**config.mk**
```make
export PLATFORM = sky130hd
export DESIGN_NAME = idu
export DESIGN_NICKNAME = d
export VERILOG_FILES = /design/src/core_pkg.sv /design/src/idu.sv
export SDC_FILE = /design/constraint.sdc
export NUM_CORES = 1
export LEC_CHECK = 0
export ABC_AREA = 0
export BUFFER_PORTS_ARGS = -buffer_cell sky130_fd_sc_hd__buf_4
export CORE_UTILIZATION = 40
export DETAILED_ROUTE_END_ITERATION = 10
export PLACE_DENSITY_LB_ADDON = 0.25
export SYNTH_ARGS = -nofsm -noshare
export SYNTH_HDL_FRONTEND = slang
export SYNTH_SLANG_ARGS = --single-unit
```
**constraint.sdc**
```tcl
create_clock -name clk -period 1.91 [get_ports clk]
set_input_delay 0.2865 -clock clk [delete_from_list [all_inputs] [get_ports clk]]
set_output_delay 0.2865 -clock clk [all_outputs]
set_load 0.01 [all_outputs]
```
**src/core_pkg.sv**
```systemverilog
// shared widths, opcodes, reset vector, execute operations and the instruction views
`default_nettype none

package core_pkg;

	localparam int XLEN = 32;
	localparam int INST_W = 32;
	localparam int REG_AW = 5;
	localparam logic [XLEN-1:0] RESET_VEC = 32'h0000_0000;
	localparam int ISRAM_DEPTH = 256;

	// major opcodes
	localparam logic [6:0] OPC_OP_IMM = 7'b0010011;
	localparam logic [6:0] OPC_OP = 7'b0110011;
	localparam logic [6:0] OPC_BRANCH = 7'b1100011;
	localparam logic [6:0] OPC_JAL = 7'b1101111;

	localparam logic [2:0] F3_ADD = 3'b000;
	localparam logic [2:0] F3_BEQ = 3'b000;
	localparam logic [2:0] F3_BNE = 3'b001;

	typedef enum logic [2:0] {OP_NOP, OP_ADD, OP_BEQ, OP_BNE, OP_JAL} exu_op_e;

	// one fetched word, seen as I, B or J format
	typedef union packed {
		struct packed {
			logic [11:0] imm;
			logic [4:0] rs1;
			logic [2:0] funct3;
			logic [4:0] rd;
			logic [6:0] opcode;
		} i;
		struct packed {
			logic imm12;
			logic [5:0] imm10_5;
			logic [4:0] rs2;
			logic [4:0] rs1;
			logic [2:0] funct3;
			logic [3:0] imm4_1;
			logic imm11;
			logic [6:0] opcode;
		} b;
		struct packed {
			logic imm20;
			logic [9:0] imm10_1;
			logic imm11;
			logic [7:0] imm19_12;
			logic [4:0] rd;
			logic [6:0] opcode;
		} j;
	} inst_u;

endpackage

`default_nettype wire

```
**src/idu.sv**
```systemverilog
// decode unit with immediate assembly, operand read and one held instruction
`default_nettype none

module idu (
	input logic clk,
	input logic rst,
	input logic fetch_valid,
	input logic [core_pkg::XLEN-1:0] fetch_pc,
	input logic [core_pkg::INST_W-1:0] fetch_inst,
	input logic [core_pkg::XLEN-1:0] rs1_data,
	input logic [core_pkg::XLEN-1:0] rs2_data,
	output logic [core_pkg::REG_AW-1:0] rs1_addr,
	output logic [core_pkg::REG_AW-1:0] rs2_addr,
	output logic dec_valid,
	output core_pkg::exu_op_e dec_op,
	output logic [core_pkg::REG_AW-1:0] dec_rd,
	output logic [core_pkg::XLEN-1:0] dec_src1,
	output logic [core_pkg::XLEN-1:0] dec_src2,
	output logic [core_pkg::XLEN-1:0] dec_imm,
	output logic [core_pkg::XLEN-1:0] dec_pc,
	output logic busy
);
	import core_pkg::*;

	inst_u inst;
	exu_op_e op;
	logic [XLEN-1:0] imm_i;
	logic [XLEN-1:0] imm_b;
	logic [XLEN-1:0] imm_j;
	logic [XLEN-1:0] imm;
	logic [XLEN-1:0] src2;

	assign inst = fetch_inst;
	assign rs1_addr = inst.i.rs1;
	assign rs2_addr = inst.b.rs2;

	assign imm_i = {{20{inst.i.imm[11]}}, inst.i.imm};
	assign imm_b = {{19{inst.b.imm12}}, inst.b.imm12, inst.b.imm11,
		inst.b.imm10_5, inst.b.imm4_1, 1'b0};
	assign imm_j = {{11{inst.j.imm20}}, inst.j.imm20, inst.j.imm19_12,
		inst.j.imm11, inst.j.imm10_1, 1'b0};

	always_comb begin
		op = OP_NOP;
		imm = imm_i;
		src2 = rs2_data;
		case (inst.i.opcode)
			OPC_OP_IMM: begin
				src2 = imm_i;
				if (inst.i.funct3 == F3_ADD)
					op = OP_ADD;
			end
			// funct7 of an R-type lands on the B immediate's upper bits
			OPC_OP: begin
				if (inst.i.funct3 == F3_ADD && {inst.b.imm12, inst.b.imm10_5} == 7'd0)
					op = OP_ADD;
			end
			OPC_BRANCH: begin
				imm = imm_b;
				if (inst.b.funct3 == F3_BEQ)
					op = OP_BEQ;
				else if (inst.b.funct3 == F3_BNE)
					op = OP_BNE;
			end
			OPC_JAL: begin
				imm = imm_j;
				op = OP_JAL;
			end
			default: op = OP_NOP;
		endcase
	end

	always_ff @(posedge clk) begin
		if (rst)
			dec_valid <= 1'b0;
		else
			dec_valid <= fetch_valid;
	end

	always_ff @(posedge clk) begin
		if (fetch_valid) begin
			dec_op <= op;
			dec_rd <= inst.i.rd;
			dec_src1 <= rs1_data;
			dec_src2 <= src2;
			dec_imm <= imm;
			dec_pc <= fetch_pc;
		end
	end

	assign busy = dec_valid;

endmodule

`default_nettype wire

```
# Word level (Yosys, flattened, before mapping)
# Cells that the tools add are included.
# classes
magnitude_cmp	0
add_sub_neg	0
mux	7
n_shift	0
n_bitwise	0
div	0
mul	0
eq_ne	5
reduce_logical	3
# op_table
cell	count
one-hot mux 20 bit (2 select lines)	1
2-to-1 mux 32 bit	1
equality test 7 bit (second input constant)	2
one-hot mux 3 bit (4 select lines)	1
equality test 7 x 5 -> 1 bit (second input constant)	1
equality test 7 x 6 -> 1 bit (second input constant)	1
zero test 7 bit	1
2-to-1 mux 2 bit	2
equality test 3 x 1 -> 1 bit (second input constant)	1
zero test 3 bit	1
2-to-1 mux 1 bit	2
logical AND 1 bit	1
# word_totals
rom_bits	0
reg_bits	126
out_inout_bits	148
elab_cells	22
latch_bits	0
mem_bits_rw	0
n_memories	0
in_bits	131

# Logic depth before layout (Yosys ltp)
# depth
word_depth	4
mapped_depth	6
mapped_depth_nobuf	4

# Least setup slack after synthesis
# No wires, ideal clock.
# synth_timing
kind	input port to flip-flop
start	in fetch_inst[2] (netlist bit)
end	reg dec_src2[10] (netlist bit) (data pin)
cell_stages	5
path_buffers	2
slack_ps	417
required_time_ps	1650
setup_ps	260
arrival_ps	1232
cell_sequence	and4bb_1 nand4bb_1 buf_2 buf_6 mux2_4
# synth_between
elab_chain_cells	2
# synth_lines
element	line	source
start: declaration	idu.sv:9	input logic [core_pkg::INST_W-1:0] fetch_inst,
equality test 7 x 5 -> 1 bit	idu.sv:47	case (inst.i.opcode)
2-to-1 mux 32 bit	idu.sv:47	
via src2[10]	idu.sv:31	logic [XLEN-1:0] src2;
end signal: assignment	idu.sv:85	dec_src2 <= src2;
end: declaration	idu.sv:18	output logic [core_pkg::XLEN-1:0] dec_src2,
# The timed path passes the listed nets, and every way through them passes these cells.
# A chain may end at the register's enable or synchronous reset.

# Worst setup path in the final report
# layout_timing
start	in fetch_inst[2] (netlist bit)
end	reg dec_src2[30] (netlist bit) (data pin)
# The elaborated chain is that of the path after synthesis.

==> results.md <==
- Outcome: complete, no violations
- Die width: 109 um
- Yosys top cell by area: edfxtp_1
- GRT Residual Overflow: 0
- Clock Path Buffers: 2
- Critical path arrival: 1750 ps
- Final Non-Filler Cells: 646
- Mean Syn Cell Area: 20.8 sq um
- Initial Util: 0.414
- Syn nets: 350
- Synth Area in Adders: 0
- Layout area overhead: 61.0%
- Hold Crit Class: in -> reg
- Cell variety after synth: 25
- Seq/Total Area, Yosys: 0.829
- Initial antenna violation count: 0
- Final period util: 0.773
- Largest family of logic cells by synthesized area: compound AO/OA/AOI/OAI gates
- RSZ-0062 raised after global routing: no
- WHS Path Cells: 2
- Most Crowded Layer GR: met2
- Mux cell area share after synthesis: 0.0445
- Die Area: 0.0118 sq mm
- Diode count: 0
- IO buf count: 278
- # fillers: 772
- Post-Synth Simple-Gate Area: 0.0245
- Yosys reg bits: 126
- CTS resizes: 0
- Drt pass-1 iters: 5
- Peak Freq: 677 MHz
- Met2 capacity usage during global routing: 0.329
- Hold Fails Final Rpt: 0
- Power Density: 1030 mW/mm^2
- Top area cells in the synthesized netlist: edfxtp_1 (82%), a21o_1 (4.8%), buf_4 (3.6%)
- GRT Overall Usage: 0.187
- Multi-input gate area: 571 sq um
- FF+latch area: 0.00377 sq mm
- Number of I/O pins: 279
- DR DRC count: 0
- Final setup violation count: 0
- Critical path cell sequence: buf_4 -> and4bb_1 -> nand4bb_2 -> nor2_2 -> a21o_1
- Post-DR wirelength/cell: 17.5 um
- Element type at the critical path start: input pin
- Die H: 109 um
- Min cycle time layout: 1480 ps
- Max_cap viols: 0
- Setup WS post-layout: 433 ps
- Max stage delay on crit path: 700 ps
- Pin count of the biggest net entering global routing: 40
- Critical path class: in -> reg
- Critical Path End Type: flop
- Static Leak: 0.00328 uW
- Root buf cell: clkbuf_16
- Compound-Gate Fraction of Synth Area: 0.0553
- Peak supply drop: 503 uV
- Slew Limit Headroom: 0.415
- Synth warn: 0
- H-Tree Depth: 4
- CP Max Fanout: 21
- Final Max Slew Viols: 0
- Dpl cells: 614
- Cell Area, Synth: 0.00455 sq mm
- Xor/xnor share of the synthesized area: 0
- DP Worst Slack: -12.4 ps
- Nets@finish: 624
- HPWL Detailed: 8.33 mm
- Hold_buf cts: 0
- Placer congestion estimate: 0.786
- Placed inst area: 0.00671 sq mm
- Hold_ws: 34.0 ps
- Met3 usage: 0.0741
- Antenna Nets Post-Route: 0
- Share of layout cells above drive strength 1: 0.644
- Number of global-route vias before repair: 2944
- Row cnt: 38
- Syn Inst Count: 219
- DRT Wirelength: 11.3 mm
- Setup_tns: 0 ps
- Met1 GRT Util: 0.194
- Core Region: 0.0110 sq mm
- Final non-filler cell area: 0.00733 sq mm
- Post-CTS Setup Bufs: 0
- CP required: 2180 ps
- Clock Pin Slew Worst Setup and Hold Paths: 50 ps
- Area share of the largest cell type after synthesis: 0.825
- CTS sink count: 126
- Starting DRT DRC Count: 75
- CTS tree: built
- CP max stage cell: nor2_2
- Vias per inst: 4.62
- Via count: 2985
- CTS buffer count: 17
- Worst-margin pin slew: 877 ps
- First-pass GRT wire length: 15.7 mm
synth_stat cells:
cell type and number:
buf_6 1, nor4bb_1 1, buf_2 5, a21o_1 29
nor3_1 1, nor2_1 2, o41ai_2 1, nor3b_1 2
nor3_2 1, edfxtp_1 125, dfxtp_1 1, clkbuf_1 2
nor2b_1 2, or4_1 1, nand4_1 1, mux2_1 6
nor2_2 1, a22oi_1 1, a221o_1 1, nand3b_1 1
buf_4 22, and4bb_1 1, inv_1 1, mux2_4 9
nand4bb_1 1
path summary, 6_finish.rpt:
kind | startpoint | end | slack [ps]
setup / recovery | fetch_inst[2] | dec_src2[30]$_DFFE_PP_ | 430
hold / removal | rst | busy$_SDFF_PP0_ | 30
flip-flops by register name, summed over array words and instances (netlist names):
register  count
dec_src2     32
dec_src1     32
busy          1
dec_op        3
dec_pc       32
dec_imm      21
dec_rd        5
stage by stage:
stage / utilization / power (uW)
2_1_floorplan: - / 3640
3_3_place_gp: 0.611 / 4250
3_5_place_dp: 0.611 / 4270
4_1_cts: 0.667 / 7620
5_1_grt: 0.667 / 7820
6_report: 0.667 / 7540
kinds of logic after synthesis:
family	count (synthesis)
AO/OA/AOI/OAI	32
AND/OR/NAND/NOR	15
flip-flops	126
buffers and inverters	31
multiplexers	15
placed cells by master, fill, tap and decap left out, drive strengths merged:
cell type | synthesis | layout
or4 | 1 | 1
a22oi | 1 | 1
mux2 | 15 | 15
nor3 | 2 | 2
inv | 1 | 4
nor2 | 3 | 3
buf | 28 | 285
nand3b | 1 | 1
a221o | 1 | 1
a21o | 29 | 29
nor4bb | 1 | 1
dfxtp | 1 | 1
edfxtp | 125 | 125
and4bb | 1 | 1
o41ai | 1 | 1
clkinv | 0 | 6
clkbuf | 2 | 17
nand4bb | 1 | 1
bufinv | 0 | 4
nor3b | 2 | 2
nand4 | 1 | 1
clkinvlp | 0 | 2
nor2b | 2 | 2
critical path: cells and delay by family:
family / cells / cell delay, ps
and+or+nand+nor: 3 / 1190
AOI/OAI and AO/OA: 1 / 150
buffers and inverters: 1 / 110
per-layer routing:
metal | vias up | share of wire
li1 | 1385 | -
met3 | 18 | 0.088
met2 | 172 | 0.55
met5 | - | 0
met4 | 0 | 0.026
met1 | 1410 | 0.34
cell type report:
type | count | area share
tap | 140 | 0.0239
clock buffer | 17 | 0.0581
sequential | 126 | 0.515
multi-input combinational | 62 | 0.0779
clock inverter | 15 | 0.0260
inverter | 1 | 0.000512
timing repair buffer | 285 | 0.299
power by group:
group	switching, uW	internal (uW)	leakage, uW
logic	349	503	0.00176
clock network	1160	2170	0.000294
registers	66.0	3290	0.00123
No activity file was read; power rests on OpenSTA's default activity.
