File: config.mk
export PLATFORM = sky130hd
export DESIGN_NAME = ifu
export DESIGN_NICKNAME = d
export VERILOG_FILES = /design/src/core_pkg.sv /design/src/ifu.sv
export SDC_FILE = /design/constraint.sdc
export NUM_CORES = 1
export LEC_CHECK = 0
export ABC_AREA = 0
export BUFFER_PORTS_ARGS = -buffer_cell sky130_fd_sc_hd__buf_4
export CORE_MARGIN = 5
export CORE_UTILIZATION = 31
export CTS_BUF_LIST = sky130_fd_sc_hd__clkbuf_16
export CTS_CLUSTER_DIAMETER = 60
export DETAILED_ROUTE_END_ITERATION = 12
export GPL_TIMING_DRIVEN = 0
export MAX_ROUTING_LAYER = met4
export PLACE_DENSITY = 0.67
export SYNTH_ARGS = -nofsm -noshare
export SYNTH_HDL_FRONTEND = slang
export SYNTH_SLANG_ARGS = --single-unit
export TNS_END_PERCENT = 30
File: constraint.sdc
create_clock -name clk -period 5.09 [get_ports clk]
set_clock_uncertainty 0.1 [all_clocks]
set_input_delay 1.018 -clock clk [delete_from_list [all_inputs] [get_ports clk]]
set_output_delay 1.018 -clock clk [all_outputs]
set_load 0.05 [all_outputs]
File: src/core_pkg.sv
// shared widths, opcodes, reset vector, execute operations and the instruction views
`default_nettype none

package core_pkg;

	localparam int XLEN = 32;
	localparam int INST_W = 32;
	localparam int REG_AW = 5;
	localparam logic [XLEN-1:0] RESET_VEC = 32'h0000_0000;
	localparam int ISRAM_DEPTH = 256;

	// major opcodes
	localparam logic [6:0] OPC_OP_IMM = 7'b0010011;
	localparam logic [6:0] OPC_OP = 7'b0110011;
	localparam logic [6:0] OPC_BRANCH = 7'b1100011;
	localparam logic [6:0] OPC_JAL = 7'b1101111;

	localparam logic [2:0] F3_ADD = 3'b000;
	localparam logic [2:0] F3_BEQ = 3'b000;
	localparam logic [2:0] F3_BNE = 3'b001;

	typedef enum logic [2:0] {OP_NOP, OP_ADD, OP_BEQ, OP_BNE, OP_JAL} exu_op_e;

	// one fetched word, seen as I, B or J format
	typedef union packed {
		struct packed {
			logic [11:0] imm;
			logic [4:0] rs1;
			logic [2:0] funct3;
			logic [4:0] rd;
			logic [6:0] opcode;
		} i;
		struct packed {
			logic imm12;
			logic [5:0] imm10_5;
			logic [4:0] rs2;
			logic [4:0] rs1;
			logic [2:0] funct3;
			logic [3:0] imm4_1;
			logic imm11;
			logic [6:0] opcode;
		} b;
		struct packed {
			logic imm20;
			logic [9:0] imm10_1;
			logic imm11;
			logic [7:0] imm19_12;
			logic [4:0] rd;
			logic [6:0] opcode;
		} j;
	} inst_u;

endpackage

`default_nettype wire

File: src/ifu.sv
// instruction fetch unit with pc register, read channel fsm and allowin logic
`default_nettype none

module ifu (
	input logic clk,
	input logic rst,
	input logic run,
	input logic arready,
	input logic [core_pkg::INST_W-1:0] rdata,
	input logic rvalid,
	input logic [1:0] rresp,
	input logic redirect_valid,
	input logic redirect_taken,
	input logic [core_pkg::XLEN-1:0] redirect_target,
	input logic downstream_busy,
	output logic [core_pkg::XLEN-1:0] araddr,
	output logic arvalid,
	output logic rready,
	output logic fetch_valid,
	output logic [core_pkg::XLEN-1:0] fetch_pc,
	output logic [core_pkg::INST_W-1:0] fetch_inst
);
	import core_pkg::*;

	localparam logic [2:0] IDLE_R = 3'd0;
	localparam logic [2:0] WAIT_ARREADY = 3'd1;
	localparam logic [2:0] SHAKED_AR = 3'd2;
	localparam logic [2:0] WAIT_RVALID = 3'd3;
	localparam logic [2:0] SHAKED_R = 3'd4;

	logic [2:0] state;
	logic [2:0] next;
	logic [XLEN-1:0] pc;
	logic [XLEN-1:0] nextpc;
	logic pc_ok;
	logic allowin;
	logic start;

	// pc holds the last fetch address until execute reports the outcome
	assign nextpc = !redirect_valid ? pc :
		redirect_taken ? redirect_target : pc + XLEN'(4);

	// pc_ok low means the previous instruction has not resolved yet
	assign allowin = run && !downstream_busy && (pc_ok || redirect_valid);
	assign start = (state == IDLE_R || state == SHAKED_R) && allowin;

	always_comb begin
		next = IDLE_R;
		case (state)
			IDLE_R: next = allowin ? WAIT_ARREADY : IDLE_R;
			WAIT_ARREADY: next = arready ? SHAKED_AR : WAIT_ARREADY;
			SHAKED_AR: next = rvalid ? SHAKED_R : WAIT_RVALID;
			WAIT_RVALID: next = rvalid ? SHAKED_R : WAIT_RVALID;
			SHAKED_R: next = allowin ? WAIT_ARREADY : IDLE_R;
			default: next = IDLE_R;
		endcase
	end

	always_ff @(posedge clk) begin
		if (rst) begin
			state <= IDLE_R;
			pc <= RESET_VEC;
			pc_ok <= 1'b1;
		end else begin
			state <= next;
			if (redirect_valid)
				pc <= nextpc;
			if (start)
				pc_ok <= 1'b0;
			else if (redirect_valid)
				pc_ok <= 1'b1;
		end
	end

	// address is latched once per fetch and held through the handshake
	always_ff @(posedge clk) begin
		if (start)
			araddr <= nextpc;
	end

	assign arvalid = (state == WAIT_ARREADY);
	assign rready = (state == SHAKED_AR) || (state == WAIT_RVALID);
	assign fetch_valid = rready && rvalid;
	assign fetch_pc = araddr;
	assign fetch_inst = rdata;

	a_ar_hold: assert property (@(posedge clk) disable iff (rst)
		arvalid && !arready |=> arvalid && $stable(araddr));

	// the core only ever fetches from loaded memory
	a_rresp_ok: assert property (@(posedge clk) disable iff (rst)
		rvalid && rready |-> rresp == 2'b00);

endmodule

`default_nettype wire

After elaboration in Yosys (flattened, before gate mapping)
Cells that the tools add are included.
{"block": "op_classes", "add_sub_neg": 1, "n_eq_ne": 4, "mux": 8, "n_reduce_logical": 12}
{"op": "$mux W32", "count": 2}
{"op": "$add A32 B3 Y32 const B", "count": 1}
{"op": "$pmux W3 S3", "count": 1}
{"op": "$eq A3 B2 Y1 const B", "count": 2}
{"op": "$logic_and A1 B1 Y1", "count": 4}
{"op": "$reduce_or A2 Y1", "count": 2}
{"op": "$eq A3 B1 Y1 const B", "count": 1}
{"op": "$eq A3 B3 Y1 const B", "count": 1}
{"op": "$logic_not A3 Y1", "count": 1}
{"op": "$logic_or A1 B1 Y1", "count": 3}
{"op": "$mux W1", "count": 3}
{"op": "$mux W3", "count": 1}
{"op": "$mux W2", "count": 1}
{"op": "$reduce_bool A2 Y1", "count": 1}
{"op": "$logic_not A1 Y1", "count": 1}
{"block": "totals", "ff_bits": 68, "input_bits": 74, "output_inout_bits": 99, "word_cells": 29}

Depth between registers and ports, before layout
{"block": "depth", "word_depth": 5, "ltp_mapped": 6, "depth_no_buf": 5}

Worst setup path after synthesis
OpenSTA, ideal clock, no wires.
{"block": "synth_path", "path_kind": "input to register", "start": "input redirect_valid", "end": "register araddr[0] (netlist name) (enable)", "setup_time_ns": 0.507, "t_arrival_ns": 4.424, "required_time_ns": 4.483, "path_slack_ns": 0.058, "cell_stages": 3, "n_path_buf": 1, "cell_sequence": "buf_2 > nor2_1 > nor4_1"}
{"block": "synth_via", "elab_chain_cells": 3}
{"element": "from (decl)", "line": "ifu.sv:12", "text": "input logic redirect_valid,"}
{"element": "$logic_or A1 B1 Y1", "line": "ifu.sv:44", "text": "assign allowin = run && !downstream_busy && (pc_ok || redirect_valid);"}
{"element": "$logic_and A1 B1 Y1", "line": "ifu.sv:44"}
{"element": "$logic_and A1 B1 Y1", "line": "ifu.sv:45", "text": "assign start = (state == IDLE_R || state == SHAKED_R) && allowin;"}
{"element": "to (signal assigned)", "line": "ifu.sv:78", "text": "araddr <= nextpc;"}
{"element": "to (decl)", "line": "ifu.sv:16", "text": "output logic [core_pkg::XLEN-1:0] araddr,"}
Every way passes these cells.
A chain may end at the register's enable or synchronous reset.

Final worst setup path
{"block": "layout_path", "start": "input redirect_valid", "end": "register araddr[20] (netlist name), data pin"}
{"block": "layout_via", "elab_chain_cells": 1}
{"element": "$mux W32", "line": "ifu.sv:40", "text": "assign nextpc = !redirect_valid ? pc :"}
{"element": "named net nextpc[20]", "line": "ifu.sv:34", "text": "logic [XLEN-1:0] nextpc;"}
The timed path passes the listed nets, and every way through them passes these cells.

==> results.toml <==
[routing]
ant_nets = 0
num_vias = 3896
drtIter0Drc = 296
first_pass_iters = 5
wl_per_cell_um = 17.69
wl_um = 13460
remaining_drc_errors = 0
viasPerCell = 5.120

[clock_network]
clock-root-buffer = "clkbuf_16"
cts_hold_buf = 0
clockBufferDepth = 2
cts_sinks = 68
clk_latency_ns = 0.34
cts_buffers = 9
ctsResizeCount = 0
post-cts-setup-buffers = 0
htreeDepth = 3
cts_tree = "done"
cts.reportedPaths.clkPinSlew_ns = 0.06

[power_and_ir_drop]
internal_power_mw = 1.179
swShare_pct = 30.73
ir_drop_mv = 0.1400
power.leakage_nw = 2.386
clock_power_share_pct = 39.0
switchingPower_mw = 0.5233
combPwrFrac_pct = 23.5
p_per_area_nw_per_um2 = 305.5
power_mw = 1.703
seqPwrFrac_pct = 37.5

[timing]
slew_headroom_pct = 34.98
rsz0062_at_grt = "false"
setup_tns_ns = 0
slew_violations = 0
setup-violations-final = 0
fmax_ghz = 0.3520
tightestPinTransition_ns = 0.9664
post-route-period-util_pct = 55.81
fin_crit_ns = 2.841
hold_violations = 0

[critical_path]
critPathTopFamily = "simple AND/OR/NAND/NOR gates"
reg2reg_depth = 4
rrSetupSlack_ns = 2.36
worstSetupStartpointType = "input port"
cp_data_required_time_ns = 5.12
crit_buf_inv = 3
crit_chain = "buf_4, buf_2, clkinv_1, nor3_1, a211oi_1, nor3_1"
r2r_start = "pc[4]"
crit_top_cell = "nor3_1"
end_kind = "flip-flop"
rr_endpoint = "araddr[19]"
worstSetupPathType = "in -> reg"
crit_arrival_ns = 2.87
critPathSlowestCell = "nor3_1"
path_max_fanout = 10
slowest_delay_ns = 0.69

[synth]
synth_flop_cell = "dfxtp_1"
synth_cells = 432
netlist_area_um2 = 3976
yosysMostFrequentCell = "buf_4"
synth_nets = 507
ys_warn_count = 0
synth_top_area_share_pct = 24.17
synth_seq_area_share_pct = 42.29
synth_edf_count = 32
syn_avg_cell_area_um2 = 9.204
synth_area_leaders = "edfxtp_1, dfxtp_1, buf_4, nand2_1, a21oi_1"
synth_cell_types = 60
yosys_register_bits = 68
async_flop_share_pct = 0
yosys-top-cells-count = "buf_4, dfxtp_1, nand2_1"
yosysTopAreaCell = "edfxtp_1"

[global_route]
grt_max_degree = 13
grt_pass1_wl_um = 20200
gr-usage-all-layers_pct = 18.12
grt_pass1_vias = 3769
grt-ovfl-total = 0
antenna_found_initial = 0

[floorplanning]
rows = 41
die_h_um = 123.3
die_x_um = 123.3
core_area_um2 = 12620
initial_utilization_pct = 31.51
io_pins = 173
dieArea_um2 = 15190

[hold_path]
min_path_type = "reg -> reg"
hold_depth = 2
min_to = "pc[0]"
hold_start = "pc[0]"

[finish]
drive_above_1_share_pct = 41.09
nNetsFinal = 659
num-fill-cells = 1302
seqCellArea_um2 = 1682
fin_area_um2 = 5573
diodes = 0
multi_input_area_um2 = 1683
area_delta_synth_final_pct = 40.15

[placement]
dp_hpwl_um = 10200
io_buffers = 137
routabilityCongestion = 0.9054
dpl_cell_area_um2 = 5256

[status]
status = "finished, final reports clean"

[flow_run]
cap_violations = 0
==> worst max path at each step <==
stage	to	startpoint	slack, ns	cells past startpoint
2_1_floorplan	araddr[0]	redirect_valid	0.06	3
3_3_place_gp	state[0]	redirect_valid	-1.81	5
3_5_place_dp	araddr[10]	redirect_valid	1.92	6
4_1_cts	araddr[10]	redirect_valid	2.27	6
5_1_grt	araddr[20]	redirect_valid	2.15	6
6_report	araddr[20]	redirect_valid	2.25	6
==> power by group through the flow <==
stage | registers (mW) | clock network, mW | logic, mW
finish | 0.638 | 0.664 | 0.401
floorplan | 0.694 | 0 | 0.225
global route | 0.644 | 0.704 | 0.423
detailed placement | 0.649 | 0 | 0.403
CTS | 0.638 | 0.678 | 0.404
global placement | 0.650 | 0 | 0.396
==> layout make-up <==
type / instances / area share [%]
Buffer: 86 / 10.22
Timing Repair Buffer: 141 / 18.99
Clock buffer: 9 / 4.041
Multi-Input combinational cell: 265 / 30.20
Inverter: 13 / 0.8756
Sequential cell: 68 / 30.18
Clock inverter: 7 / 1.639
Tap cell: 172 / 3.862
==> layout by cell type (no fill, tap or decap), types with 5 or more instances in the layout <==
master,count
buf_4,205
dfxtp_1,36
nand2_1,35
edfxtp_1,32
nor2_1,28
a21oi_1,21
nor3_1,16
clkbuf_1,15
and2_1,12
nor4_1,12
o21ai_0,12
inv_1,11
nand4_1,10
clkbuf_16,9
a31oi_1,8
mux2i_1,8
nand3_1,7
and3_1,7
and4_1,7
a22oi_1,6
a211oi_1,6
buf_2,5
a31o_2,5
a311oi_1,5
nor2b_1,5
==> kinds of logic (layout without fill, tap and decap cells) <==
logic type	after synthesis	after routing	share of synthesized area, %
mux	10	10	2.580
simple gates	159	159	22.53
buf+inv	99	256	15.54
fa+ha+maj	1	1	0.3146
compound gates	95	95	16.74
flops	68	68	42.29
==> through the flow <==
step                setup WS, ns  std cells  utilization (%)  hold slack [ns]
finish                     2.249        761            44.16           0.3646
global route               2.154        761            44.16           0.3911
CTS                        2.268        761            44.16           0.3676
detailed placement         1.916        745            41.65           0.3598
global placement          -1.807        741            41.36           0.3543
floorplan                0.05841        432                -           0.3367
==> worst min-delay path, stage by stage, from the launching register on <==
cell     delay, ns
dfxtp_1       0.29
nand2_1       0.06
a21oi_1       0.06
==> state kept, by name, summed over array words and instances (netlist names) <==
name,count
araddr,32
pc,32
state,3
pc_ok,1
==> per-layer routing <==
metal	global-route usage, %	share of wire (%)	wire length (um)
met5	-	0	0
met4	5.675	1.8	238
met3	4.254	7.5	1010
met2	28.75	48	6469
met1	22.98	43	5742
Note: power is estimated with default switching activity, not from simulation.
