## src/core_pkg.sv

```systemverilog
// shared widths, opcodes, reset vector, execute operations and the instruction views
`default_nettype none

package core_pkg;

	localparam int XLEN = 32;
	localparam int INST_W = 32;
	localparam int REG_AW = 5;
	localparam logic [XLEN-1:0] RESET_VEC = 32'h0000_0000;
	localparam int ISRAM_DEPTH = 256;

	// major opcodes
	localparam logic [6:0] OPC_OP_IMM = 7'b0010011;
	localparam logic [6:0] OPC_OP = 7'b0110011;
	localparam logic [6:0] OPC_BRANCH = 7'b1100011;
	localparam logic [6:0] OPC_JAL = 7'b1101111;

	localparam logic [2:0] F3_ADD = 3'b000;
	localparam logic [2:0] F3_BEQ = 3'b000;
	localparam logic [2:0] F3_BNE = 3'b001;

	typedef enum logic [2:0] {OP_NOP, OP_ADD, OP_BEQ, OP_BNE, OP_JAL} exu_op_e;

	// one fetched word, seen as I, B or J format
	typedef union packed {
		struct packed {
			logic [11:0] imm;
			logic [4:0] rs1;
			logic [2:0] funct3;
			logic [4:0] rd;
			logic [6:0] opcode;
		} i;
		struct packed {
			logic imm12;
			logic [5:0] imm10_5;
			logic [4:0] rs2;
			logic [4:0] rs1;
			logic [2:0] funct3;
			logic [3:0] imm4_1;
			logic imm11;
			logic [6:0] opcode;
		} b;
		struct packed {
			logic imm20;
			logic [9:0] imm10_1;
			logic imm11;
			logic [7:0] imm19_12;
			logic [4:0] rd;
			logic [6:0] opcode;
		} j;
	} inst_u;

endpackage

`default_nettype wire

```

## src/exu.sv

```systemverilog
// execute unit with add, branch compare, jal link, next pc, writeback and retire report
`default_nettype none

module exu (
	input logic clk,
	input logic rst,
	input logic dec_valid,
	input core_pkg::exu_op_e dec_op,
	input logic [core_pkg::REG_AW-1:0] dec_rd,
	input logic [core_pkg::XLEN-1:0] dec_src1,
	input logic [core_pkg::XLEN-1:0] dec_src2,
	input logic [core_pkg::XLEN-1:0] dec_imm,
	input logic [core_pkg::XLEN-1:0] dec_pc,
	output logic wen,
	output logic [core_pkg::REG_AW-1:0] waddr,
	output logic [core_pkg::XLEN-1:0] wdata,
	output logic redirect_valid,
	output logic redirect_taken,
	output logic [core_pkg::XLEN-1:0] redirect_target,
	output logic retire_valid,
	output logic [core_pkg::XLEN-1:0] retire_pc,
	output logic [core_pkg::REG_AW-1:0] retire_rd,
	output logic [core_pkg::XLEN-1:0] retire_wdata,
	output logic retire_wen,
	output logic busy
);
	import core_pkg::*;

	logic src_eq;
	logic writes;
	logic taken;
	logic [XLEN-1:0] result;

	assign src_eq = (dec_src1 == dec_src2);

	always_comb begin
		writes = 1'b0;
		taken = 1'b0;
		result = dec_src1 + dec_src2;
		case (dec_op)
			OP_ADD: writes = 1'b1;
			OP_JAL: begin
				writes = 1'b1;
				taken = 1'b1;
				result = dec_pc + XLEN'(4);
			end
			OP_BEQ: taken = src_eq;
			OP_BNE: taken = !src_eq;
			default: writes = 1'b0;
		endcase
	end

	// x0 as destination counts as no write
	assign wen = dec_valid && writes && (dec_rd != '0);
	assign waddr = dec_rd;
	assign wdata = result;
	assign busy = dec_valid;

	always_ff @(posedge clk) begin
		if (rst) begin
			retire_valid <= 1'b0;
			redirect_valid <= 1'b0;
			retire_wen <= 1'b0;
		end else begin
			retire_valid <= dec_valid;
			redirect_valid <= dec_valid;
			retire_wen <= wen;
		end
	end

	always_ff @(posedge clk) begin
		if (dec_valid) begin
			redirect_taken <= taken;
			redirect_target <= dec_pc + dec_imm;
			retire_pc <= dec_pc;
			retire_rd <= dec_rd;
			retire_wdata <= result;
		end
	end

	// one instruction in flight keeps the redirect a single cycle pulse
	a_redirect_pulse: assert property (@(posedge clk) disable iff (rst)
		redirect_valid |=> !redirect_valid);

endmodule

`default_nettype wire

```

## config.mk

```make
export PLATFORM = sky130hd
export DESIGN_NAME = exu
export DESIGN_NICKNAME = d
export VERILOG_FILES = /design/src/core_pkg.sv /design/src/exu.sv
export SDC_FILE = /design/constraint.sdc
export NUM_CORES = 1
export LEC_CHECK = 0
export ABC_AREA = 0
export BUFFER_PORTS_ARGS = -buffer_cell sky130_fd_sc_hd__buf_2
export CORE_ASPECT_RATIO = 0.5
export CORE_MARGIN = 2
export CORE_UTILIZATION = 52
export CTS_BUF_LIST = sky130_fd_sc_hd__clkbuf_8
export DETAILED_ROUTE_END_ITERATION = 16
export PLACE_DENSITY = 0.86
export SYNTH_ARGS = -nofsm -noshare
export SYNTH_HDL_FRONTEND = slang
export SYNTH_SLANG_ARGS = --single-unit
```

## constraint.sdc

```tcl
create_clock -name clk -period 4.5 [get_ports clk]
set_clock_uncertainty 0.2 [all_clocks]
set_input_delay 0.9 -clock clk [delete_from_list [all_inputs] [get_ports clk]]
set_output_delay 0.9 -clock clk [all_outputs]
set_load 0.02 [all_outputs]
```

=== After elaboration in Yosys (flattened, before gate mapping) ===
Cells that the tools add are included.

* Mux-type cells: 3
* Reductions and logical operators: 5
* Add/sub/neg operators: 3
* Eq/ne operators: 5

{| class="wikitable"
|+ Operators with widths
! cell !! count
|-
| $add A32 B32 Y32 || 2
|-
| $add A32 B3 Y32 const B || 1
|-
| $eq A32 B32 Y1 || 1
|-
| $mux W32 || 1
|-
| $eq A3 B2 Y1 const B || 2
|-
| $reduce_bool A5 Y1 || 1
|-
| $eq A3 B1 Y1 const B || 1
|-
| $eq A3 B3 Y1 const B || 1
|-
| $pmux W1 S3 || 1
|-
| $logic_and A1 B1 Y1 || 2
|-
| $reduce_or A2 Y1 || 1
|-
| $logic_not A1 Y1 || 1
|-
| $mux W1 || 1
|}

* Register bits after elaboration: 104
* Word-level logic and storage cells: 23
* Input port bits: 139

=== Depth between registers and ports, before layout ===
Gate-level depths: netlist of run 1.

* Depth after elaboration: 5
* Mapped depth: 10

=== Worst setup path before layout of run 1 ===
No wires, ideal clock.

* Path kind: input-to-output
* From: in dec_src1[0] (netlist bit)
* To: out wdata[30] (netlist bit)
* Stages: 9
* Arrival time: 3.440 ns
* Required time: 3.400 ns
* Buffers on the path: 0
* Setup slack: -0.040 ns
* Cells stage by stage: ha_1 -> fa_1 -> a21o_1 -> a311o_2 -> a31oi_4 -> o21ai_2 -> a211oi_2 -> nor4_1 -> a311oi_1

* Word-level cells in the longest chain between the ends: 2

{| class="wikitable"
|+ RTL lines
! element !! line !! source
|-
| start: declaration || exu.sv:10 || <nowiki>input logic [core_pkg::XLEN-1:0] dec_src1,</nowiki>
|-
| $add A32 B32 Y32 || exu.sv:39 || <nowiki>result = dec_src1 + dec_src2;</nowiki>
|-
| $mux W32 || exu.sv:40 || <nowiki>case (dec_op)</nowiki>
|-
| end: declaration || exu.sv:16 || <nowiki>output logic [core_pkg::XLEN-1:0] wdata,</nowiki>
|}

Every way passes these cells.

=== Final worst setup path of run 1 ===
* From: in dec_src2[0] (netlist bit)
* To: out wdata[28] (netlist bit)

* Word-level cells in the longest chain between the ends: 2

{| class="wikitable"
|+ RTL lines
! element !! line !! source
|-
| start: declaration || exu.sv:11 || <nowiki>input logic [core_pkg::XLEN-1:0] dec_src2,</nowiki>
|-
| $add A32 B32 Y32 || exu.sv:39 ||
|-
| $mux W32 || exu.sv:40 ||
|}

Every way passes these cells.

==> out/metrics.yaml, run 1 <==
track_usage_pct: 27.1
ys_ff_latch: 104
status: "complete, but fails checks"
cp-end-kind: "output port"
synth_edf_count: 102
num_io_pins: 283
grt_pass1_vias: 6774
cap_violations: 0
ant_nets: 0
cell_internal_pwr_mw: 1.92
drt_iter0_drc: 424
hold_depth: 2
period_share_pct: 101
synth_ff_type: "edfxtp_1"
violations: "setup timing"
synthCells: 749
grt_max_degree: 105
setup_ws_ps: -32.0
dp_hpwl_microns: 17300
pwr-share-seq_pct: 40.6
ys_seq_area_share_pct: 41.5
clock_path_buffers: 2
rsz0062_at_grt: "yes"
port_buffers: 282
drive_gt1_share_pct: 35.2
p_sw_share_pct: 37.8
synth_top_area_cell: "edfxtp_1"
leakage_nw: 4.35
hold_class: "input pin to flip-flop"
crit_type: "input pin to output port"
p_total_mw: 3.09
yosys.area.top_type_share_pct: 40.9
antenna_found_initial: 0
synth_area_leaders: "edfxtp_1 41%, ha_1 11%, xnor2_1 5.7%"
die_h_microns: 88.8
yosysMostFrequentCell: "edfxtp_1"
dieArea_sq_um: 15400
wl_per_cell_microns: 17.7
cts_made_buffers: 9
n_antenna_cell: 0
synth_warnings: 0
holdBufCountCts: 0
relSlewSlack_pct: 44.2
clock-sinks: 104
setup_viol: 3
hold_violations: 0
path_common_cell: "buf_6"
start_kind: "input pin"
rows: 30
worstPathArrival_ps: 3430
vias: 7099
cts_tree: "yes"
clkTransAtPathRegs_ps: 100
ir_drop_mv: 0.167
nets: 1250
worst_slew_pin_slew_ps: 829
fmax_mhz: 221
root_buffer: "clkbuf_8"
areaGrowthSynthToFinish_pct: 28.6
period_needed_ps: 4530
worstHoldStart: "rst"
yosysUniqueCellTypes: 73
comb_power_share_pct: 40.9
die_w_microns: 174
holdWs_ps: 494
grt_pass1_wl_microns: 33000
holdPathEnd: "retire_valid"
wirelength_microns: 22000
syn-num-nets: 953
crit_chain: "buf_6, ha_4, fa_2, a21o_1, a311o_2, a31oi_4, buf_6, o21bai_4, a2111oi_4, o31ai_2, mux2i_1, nand2_1, buf_6"
dr.pass1.iters: 5
htree_levels: 3
slowest_stage: "a2111oi_4"
drc: 0
synth-async-reset-ratio_pct: 0
grt_overflow: 0
clkPwrFrac_pct: 18.5
synthTopCellsByCount: "102 x edfxtp_1, 76 x a21oi_1, 64 x nand2_1"
avgSynthCellArea_sq_um: 9.99
floorplan.initialDensity_pct: 54.2
core_area_sq_um: 13800
globalplace.congestion: 1.00
p_per_area_nw_per_um2: 321
p_sw_mw: 1.17
viasPerCell: 5.71
required_ps: 3400
slowest_delay_ps: 380
syn_area_sq_um: 7480
finalMaxSlewViolations: 0
critPathMaxFanout: 3
## logic make-up after synthesis
kind of cell             Yosys count  share of synthesized area [%]
AND/OR/NAND/NOR                  222                           14.8
AO/OA/AOI/OAI                    221                           19.5
flip-flops                       104                           41.5
XOR/XNOR                          81                           9.48
adder cells (fa/ha/maj)           65                           11.1
buffers and inverters             54                           3.33
multiplexers                       2                          0.268
## how the worst max path moves through the flow
stage / startpoint / to / slack, ps / depth (start not counted)
detailed placement: dec_src1[0] / wdata[30] / -150 / 13
floorplan: dec_src1[0] / wdata[24] / 120 / 10
global route: dec_src2[0] / wdata[26] / -110 / 13
CTS: dec_src2[0] / wdata[30] / -40 / 13
global placement: dec_src1[0] / wdata[28] / -80 / 12
finish: dec_src2[0] / wdata[28] / -30 / 13
## power by group through the flow
stage	logic (mW)	registers (mW)	clock network, mW
floorplan	0.591	1.44	0
global placement	1.17	1.27	0
detailed placement	1.20	1.28	0
CTS	1.22	1.25	0.583
global route	1.35	1.26	0.607
finish	1.26	1.25	0.571
## state kept, by name, summed over array words and instances, names as in the netlist
signal,flops
retire_pc,32
retire_wen,1
redirect_target,32
redirect_taken,1
retire_valid,1
retire_rd,5
retire_wdata,32
## worst max-delay path: cells and delay by family
kind            cells  cell delay [ps]
simple gates        1              110
fa+ha+maj           2              510
compound gates      6             1360
buf+inv             3              380
mux                 1              180
## routing by layer
metal / wire (microns) / global-route usage [%] / vias to the layer above
met3: 1690 / 5.33 / 34
met4: 367 / 7.87 / 0
met1: 9210 / 33.8 / 3347
met5: 0 / 0 / -
met2: 10800 / 49.1 / 311
li1: - / - / 3407
## cells in the final DEF, fill, tap and decap left out, types with 3 or more instances in the layout
cell type | Yosys | routed
nor4_1 | 12 | 11
o31ai_1 | 6 | 5
a21oi_2 | 2 | 6
nor3b_1 | 4 | 4
nand2b_1 | 5 | 5
o211ai_1 | 4 | 4
nand3_1 | 26 | 26
xor2_1 | 32 | 31
xnor2_1 | 49 | 49
nand2_1 | 64 | 64
inv_6 | 0 | 3
nor2b_1 | 7 | 7
ha_1 | 63 | 62
o21a_1 | 6 | 6
a31oi_1 | 7 | 7
buf_2 | 3 | 271
or3_1 | 3 | 3
nor3_1 | 13 | 12
and2_1 | 3 | 3
and3_1 | 15 | 15
a21oi_1 | 76 | 71
o21ai_1 | 4 | 5
a21o_1 | 35 | 35
o21bai_1 | 17 | 17
a211oi_2 | 2 | 3
nand4_1 | 12 | 12
buf_4 | 11 | 42
o21ai_0 | 31 | 28
clkbuf_8 | 0 | 9
buf_6 | 0 | 5
edfxtp_1 | 102 | 102
o21ai_2 | 1 | 3
nor2_1 | 45 | 45
inv_1 | 20 | 20
## through the flow
step,cell area (sq um),TNS (ps),util [%],setup WS [ps],instances
finish,9630,-74.9,69.7,-32.0,1243
global placement,9240,-253,66.9,-83.6,1221
CTS,9500,-52.7,68.8,-43.5,1240
global route,9630,-455,69.7,-109,1243
floorplan,7490,0,-,123,749
detailed placement,9240,-876,66.9,-153,1221
## final cells by class
cell class / count / area (sq um)
multi-input combinational: 591 / 4250
fill: 1087 / 4190
sequential: 104 / 3100
timing repair buffer: 320 / 1770
tap: 192 / 240
clock buffer: 9 / 124
inverter: 20 / 75.1
clock inverter: 7 / 63.8
## what timing repair did
action,4_1_cts,5_1_grt
pin swaps,11,17
setup buffers,3,3
gates resized for setup,11,21
endpoints found under the setup margin,10,14
(Power assumes the default switching activity.)
==> inputs of run 2 (changes only) <==
CORE_ASPECT_RATIO = default   (was 0.5)
==> run 2 against run 1 <==
The run still ends with setup timing left; clock power grew 9.5%; non-clock buffer count down 7; sequential power barely moved; wire length up 0.27%; sequential share of layout area increased by 0.34 points; worst setup slack improved by 12 ps; via count grew 0.18%; critical path type unchanged; critical endpoint is now wdata[30].
==> out/metrics.yaml, run 2 (synthesized netlist as in run 1, its figures left out) <==
status: "complete, but fails checks"
violations: "setup timing"
dieArea_sq_um: 15400
relSlewSlack_pct: 58.4
ant_nets: 0
ir_drop_mv: 0.196
root_buffer: "clkbuf_8"
dp_hpwl_microns: 17400
final_util_pct: 68.1
dp.cells: 1201
use_met2_pct: 48.5
leakage_nw: 4.31
cts_tree: "yes"
hold_class: "input pin to flip-flop"
crit_type: "input pin to output port"
hold_violations: 0
drive_gt1_share_pct: 34.8
fmax_mhz: 221
clock-sinks: 104
n_antenna_cell: 0
use_met3_pct: 7.97
cap_violations: 0
track_usage_pct: 27.8
cts_made_buffers: 9
nets: 1243
setup_ws_ps: -20.1
required_ps: 3400
worst_slew_pin_slew_ps: 617
grt_max_degree: 105
gr-usage-met1_pct: 32.8
viasPerCell: 5.81
wl_per_cell_microns: 18.0
grt_pass1_vias: 6561
grt_overflow: 0
rows: 43
rsz0062_at_grt: "yes"
critPathMaxFanout: 3
n_fill_cell: 1136
htree_levels: 3
floorplan.initialDensity_pct: 53.5
final_cells: 1224
final-seq-area_sq_um: 3100
die_w_microns: 124
period_needed_ps: 4520
worstHoldStart: "rst"
start_kind: "input pin"
wirelength_microns: 22100
areaGrowthSynthToFinish_pct: 27.3
port_buffers: 282
period_share_pct: 100
layout_commonest_cell: "buf_2"
antenna_found_initial: 0
worstPathArrival_ps: 3420
drt_iter0_drc: 530
p_per_area_nw_per_um2: 328
core_area_sq_um: 14000
reg_top3: "redirect_target: 32 flops, retire_pc: 32 flops, retire_wdata: 32 flops"
grt.busiest_layer: "met2"
dr.pass1.iters: 5
final_cell_mix: "274 x buf_2, 102 x edfxtp_1, 71 x a21oi_1"
multi_input_area_sq_um: 4230
cp-end-kind: "output port"
drc: 0
clock_path_buffers: 2
num_io_pins: 283
setup_viol: 2
grt_pass1_wl_microns: 32600
die_h_microns: 124
finalMaxSlewViolations: 0
crit_start: "dec_src2[0]"
vias: 7112
clkTransAtPathRegs_ps: 110
globalplace.congestion: 0.954
[run 2: changes by cell type in the layout (fill, tap and decap cells not counted), sizes merged]
cell,change
inv,-1
buf,-7
bufinv,+1
[run 2: critical path: stages]
cell,delay (ps)
buf_6,100
ha_4,160
fa_2,340
a21o_1,210
a311o_2,440
a31oi_4,200
o21ai_2,120
a211oi_2,180
buf_4,180
nor4_4,50
nor4b_2,250
a311oi_2,100
buf_4,190
[run 2: area by class of cell]
type                            count  area share, %
Multi-Input combinational cell    591           44.4
Tap cell                          180           2.36
Sequential cell                   104           32.6
Clock buffer                        9           1.30
Clock inverter                      7          0.814
Inverter                           20          0.788
Timing Repair Buffer              313           17.8
[run 2: timing repair]
action                                  CTS  global route
buffers inserted                          5             2
gates resized for setup                  14            12
hold buffers                              0             0
endpoints found under the setup margin    9            15
pin swaps                                15            13
[run 2: power by group]
group	leakage, nW	internal [mW]	switching [mW]
Clock	0.105	0.263	0.362
Sequential	1.01	1.22	0.0331
Combinational	3.19	0.475	0.772
Total	4.31	1.96	1.17
[run 2: metrics by stage]
step / TNS (ps) / setup WS (ps) / instance area (sq um) / hold WS, ps / power [mW]
after CTS: -102 / -71.8 / 9450 / 445 / 3.10
after floorplan: 0 / 123 / 7490 / 772 / 2.03
after global routing: -260 / -73.5 / 9530 / 455 / 3.28
after global placement: -672 / -130 / 9150 / 873 / 2.45
after detailed placement: -1360 / -211 / 9150 / 876 / 2.47
final: -24.7 / -20.1 / 9530 / 455 / 3.13
[run 2: worst paths after layout]
path	to	slack (ps)	depth (start not counted)
max	wdata[30]	-20	13
min	retire_wen	460	2
[run 2: routing by layer]
layer	vias up	part of all wire [%]
li1	3380	-
met1	3296	39
met2	380	49
met3	56	9.7
met4	0	3.0
met5	-	0
==> inputs of run 3 (changes only) <==
GPL_TIMING_DRIVEN = 0   (was default)
==> run 3 against run 2 <==
The flow still finishes with violations (setup timing); critical endpoint is now wdata[26]; critical path depth is 1 lower; first-iteration DRC count is 31% lower; power is 1.3% lower; core utilization is 0.22 points higher; largest power group unchanged; worst hold slack better by 19 ps; die area stayed put; cell count is 1.1% higher; worst setup slack worse by 1.4 ps; sequential power hardly changed; global-route usage is 0.19 points lower; sequential share of layout area is 0.11 points lower; sequential cell count stayed put.
==> out/metrics.yaml, run 3 (synthesized netlist as in run 1, its figures left out) <==
holdPathEnd: "retire_wen"
viasPerCell: 5.74
areaGrowthSynthToFinish_pct: 27.7
die_h_microns: 124
num_io_pins: 283
cts_tree: "yes"
root_buffer: "clkbuf_8"
wl_per_cell_microns: 17.5
track_usage_pct: 27.6
clkTransAtPathRegs_ps: 100
nets: 1257
vias: 7109
die_w_microns: 124
wirelength_microns: 21600
ir_drop_mv: 0.182
n_antenna_cell: 0
final_cell_mix: "280 x buf_2, 102 x edfxtp_1, 73 x a21oi_1"
finalMaxSlewViolations: 0
slowest_stage: "a211oi_4"
rsz0062_at_grt: "yes"
crit_chain: "buf_6, ha_4, fa_2, a21o_1, a311o_2, a31oi_4, o21ai_4, a211oi_4, o31ai_2, xnor2_1, o21ai_1, buf_4"
grt_pass1_wl_microns: 32300
crit_type: "input pin to output port"
holdBufCountCts: 0
fmax_mhz: 221
hold_class: "input pin to flip-flop"
worstPathArrival_ps: 3420
final_cells: 1238
period_share_pct: 100
setup_viol: 1
drt_iter0_drc: 365
critPathMaxFanout: 3
dr.pass1.iters: 5
worstHoldStart: "rst"
grt_overflow: 0
hold_depth: 2
leakage_nw: 4.31
worst_slew_pin_slew_ps: 732
layout_commonest_cell: "buf_2"
port_buffers: 282
violations: "setup timing"
start_kind: "input pin"
p_total_mw: 3.09
status: "complete, but fails checks"
core_area_sq_um: 14000
slowest_delay_ps: 380
relSlewSlack_pct: 51.2
dieArea_sq_um: 15400
clock_path_buffers: 2
clock-sinks: 104
htree_levels: 3
required_ps: 3400
drc: 0
rows: 43
globalplace.congestion: 0.952
hold_violations: 0
cp-end-kind: "output port"
dp.cells: 1212
reg_top3: "redirect_target: 32 flops, retire_pc: 32 flops, retire_wdata: 32 flops"
antenna_found_initial: 0
floorplan.initialDensity_pct: 53.5
grt_pass1_vias: 6576
grt_max_degree: 60
p_per_area_nw_per_um2: 323
ant_nets: 0
cap_violations: 0
drive_gt1_share_pct: 33.4
cts_made_buffers: 9
period_needed_ps: 4520
dp_hpwl_microns: 17300
setup_ws_ps: -21.5
==> run 3: changes by cell type in the layout (fill, tap and decap cells not counted), sizes merged <==
cell	previous run	this run
buf	313	308
inv	22	23
clkbuf	9	28
clkinvlp	0	1
clkinv	4	2
==> run 3: critical path: cells and delay by family <==
family	cells	cell delay, ps
XOR/XNOR	1	140
AO/OA/AOI/OAI	7	1560
buffers and inverters	2	300
adder cells (fa/ha/maj)	2	520
==> run 3: per-stage QoR <==
step	utilization [%]	instance area, sq um	hold WS [ps]	setup TNS (ps)	setup slack, ps
after detailed placement	65.4	9150	886	-1500	-258
final	68.3	9560	474	-21.5	-21.5
after CTS	67.6	9460	457	-13.6	-8.55
after floorplan	-	7490	772	0	123
after global placement	65.2	9130	875	-1160	-218
after global routing	68.3	9560	474	-303	-126
==> run 3: worst max path at each step <==
| stage | start | end | slack, ps | depth (start not counted) |
|---|---|---|---|---|
| after global routing | dec_src2[0] | wdata[26] | -130 | 12 |
| after detailed placement | dec_src1[0] | wdata[24] | -260 | 12 |
| final | dec_src2[0] | wdata[26] | -20 | 12 |
| after CTS | dec_src2[0] | wdata[30] | -9 | 12 |
| after global placement | dec_src1[0] | wdata[24] | -220 | 12 |
| after floorplan | dec_src1[0] | wdata[24] | 120 | 10 |
==> run 3: routing by layer <==
metal	part of all wire [%]	GRT usage (%)
met5	0	0
met4	2.2	10.3
met3	9.1	6.27
met2	49	46.8
met1	40	34.7
==> run 3: repair_timing <==
action / in CTS / in global routing
buffers inserted: 5 / 5
pin swaps: 10 / 8
setup endpoints to repair: 11 / 10
gates resized for setup: 13 / 9
==> run 3: report_power, final <==
| group | leakage (nW) | internal [mW] | total, mW | switching, mW |
|---|---|---|---|---|
| Combinational | 3.20 | 0.453 | 1.22 | 0.770 |
| Sequential | 1.01 | 1.22 | 1.25 | 0.0306 |
| Clock | 0.103 | 0.263 | 0.611 | 0.348 |
| Total | 4.31 | 1.94 | 3.09 | 1.15 |
==> run 3: layout make-up <==
type                    instances  area, sq um
fillers                      1173         4430
multi-input cells             591         4250
flip-flops and latches        104         3100
repair buffers                293         1530
well taps                     180          225
plain buffers                  34          174
clock buffers                   9          124
clock inverters                 7         78.8
inverters                      20         75.1
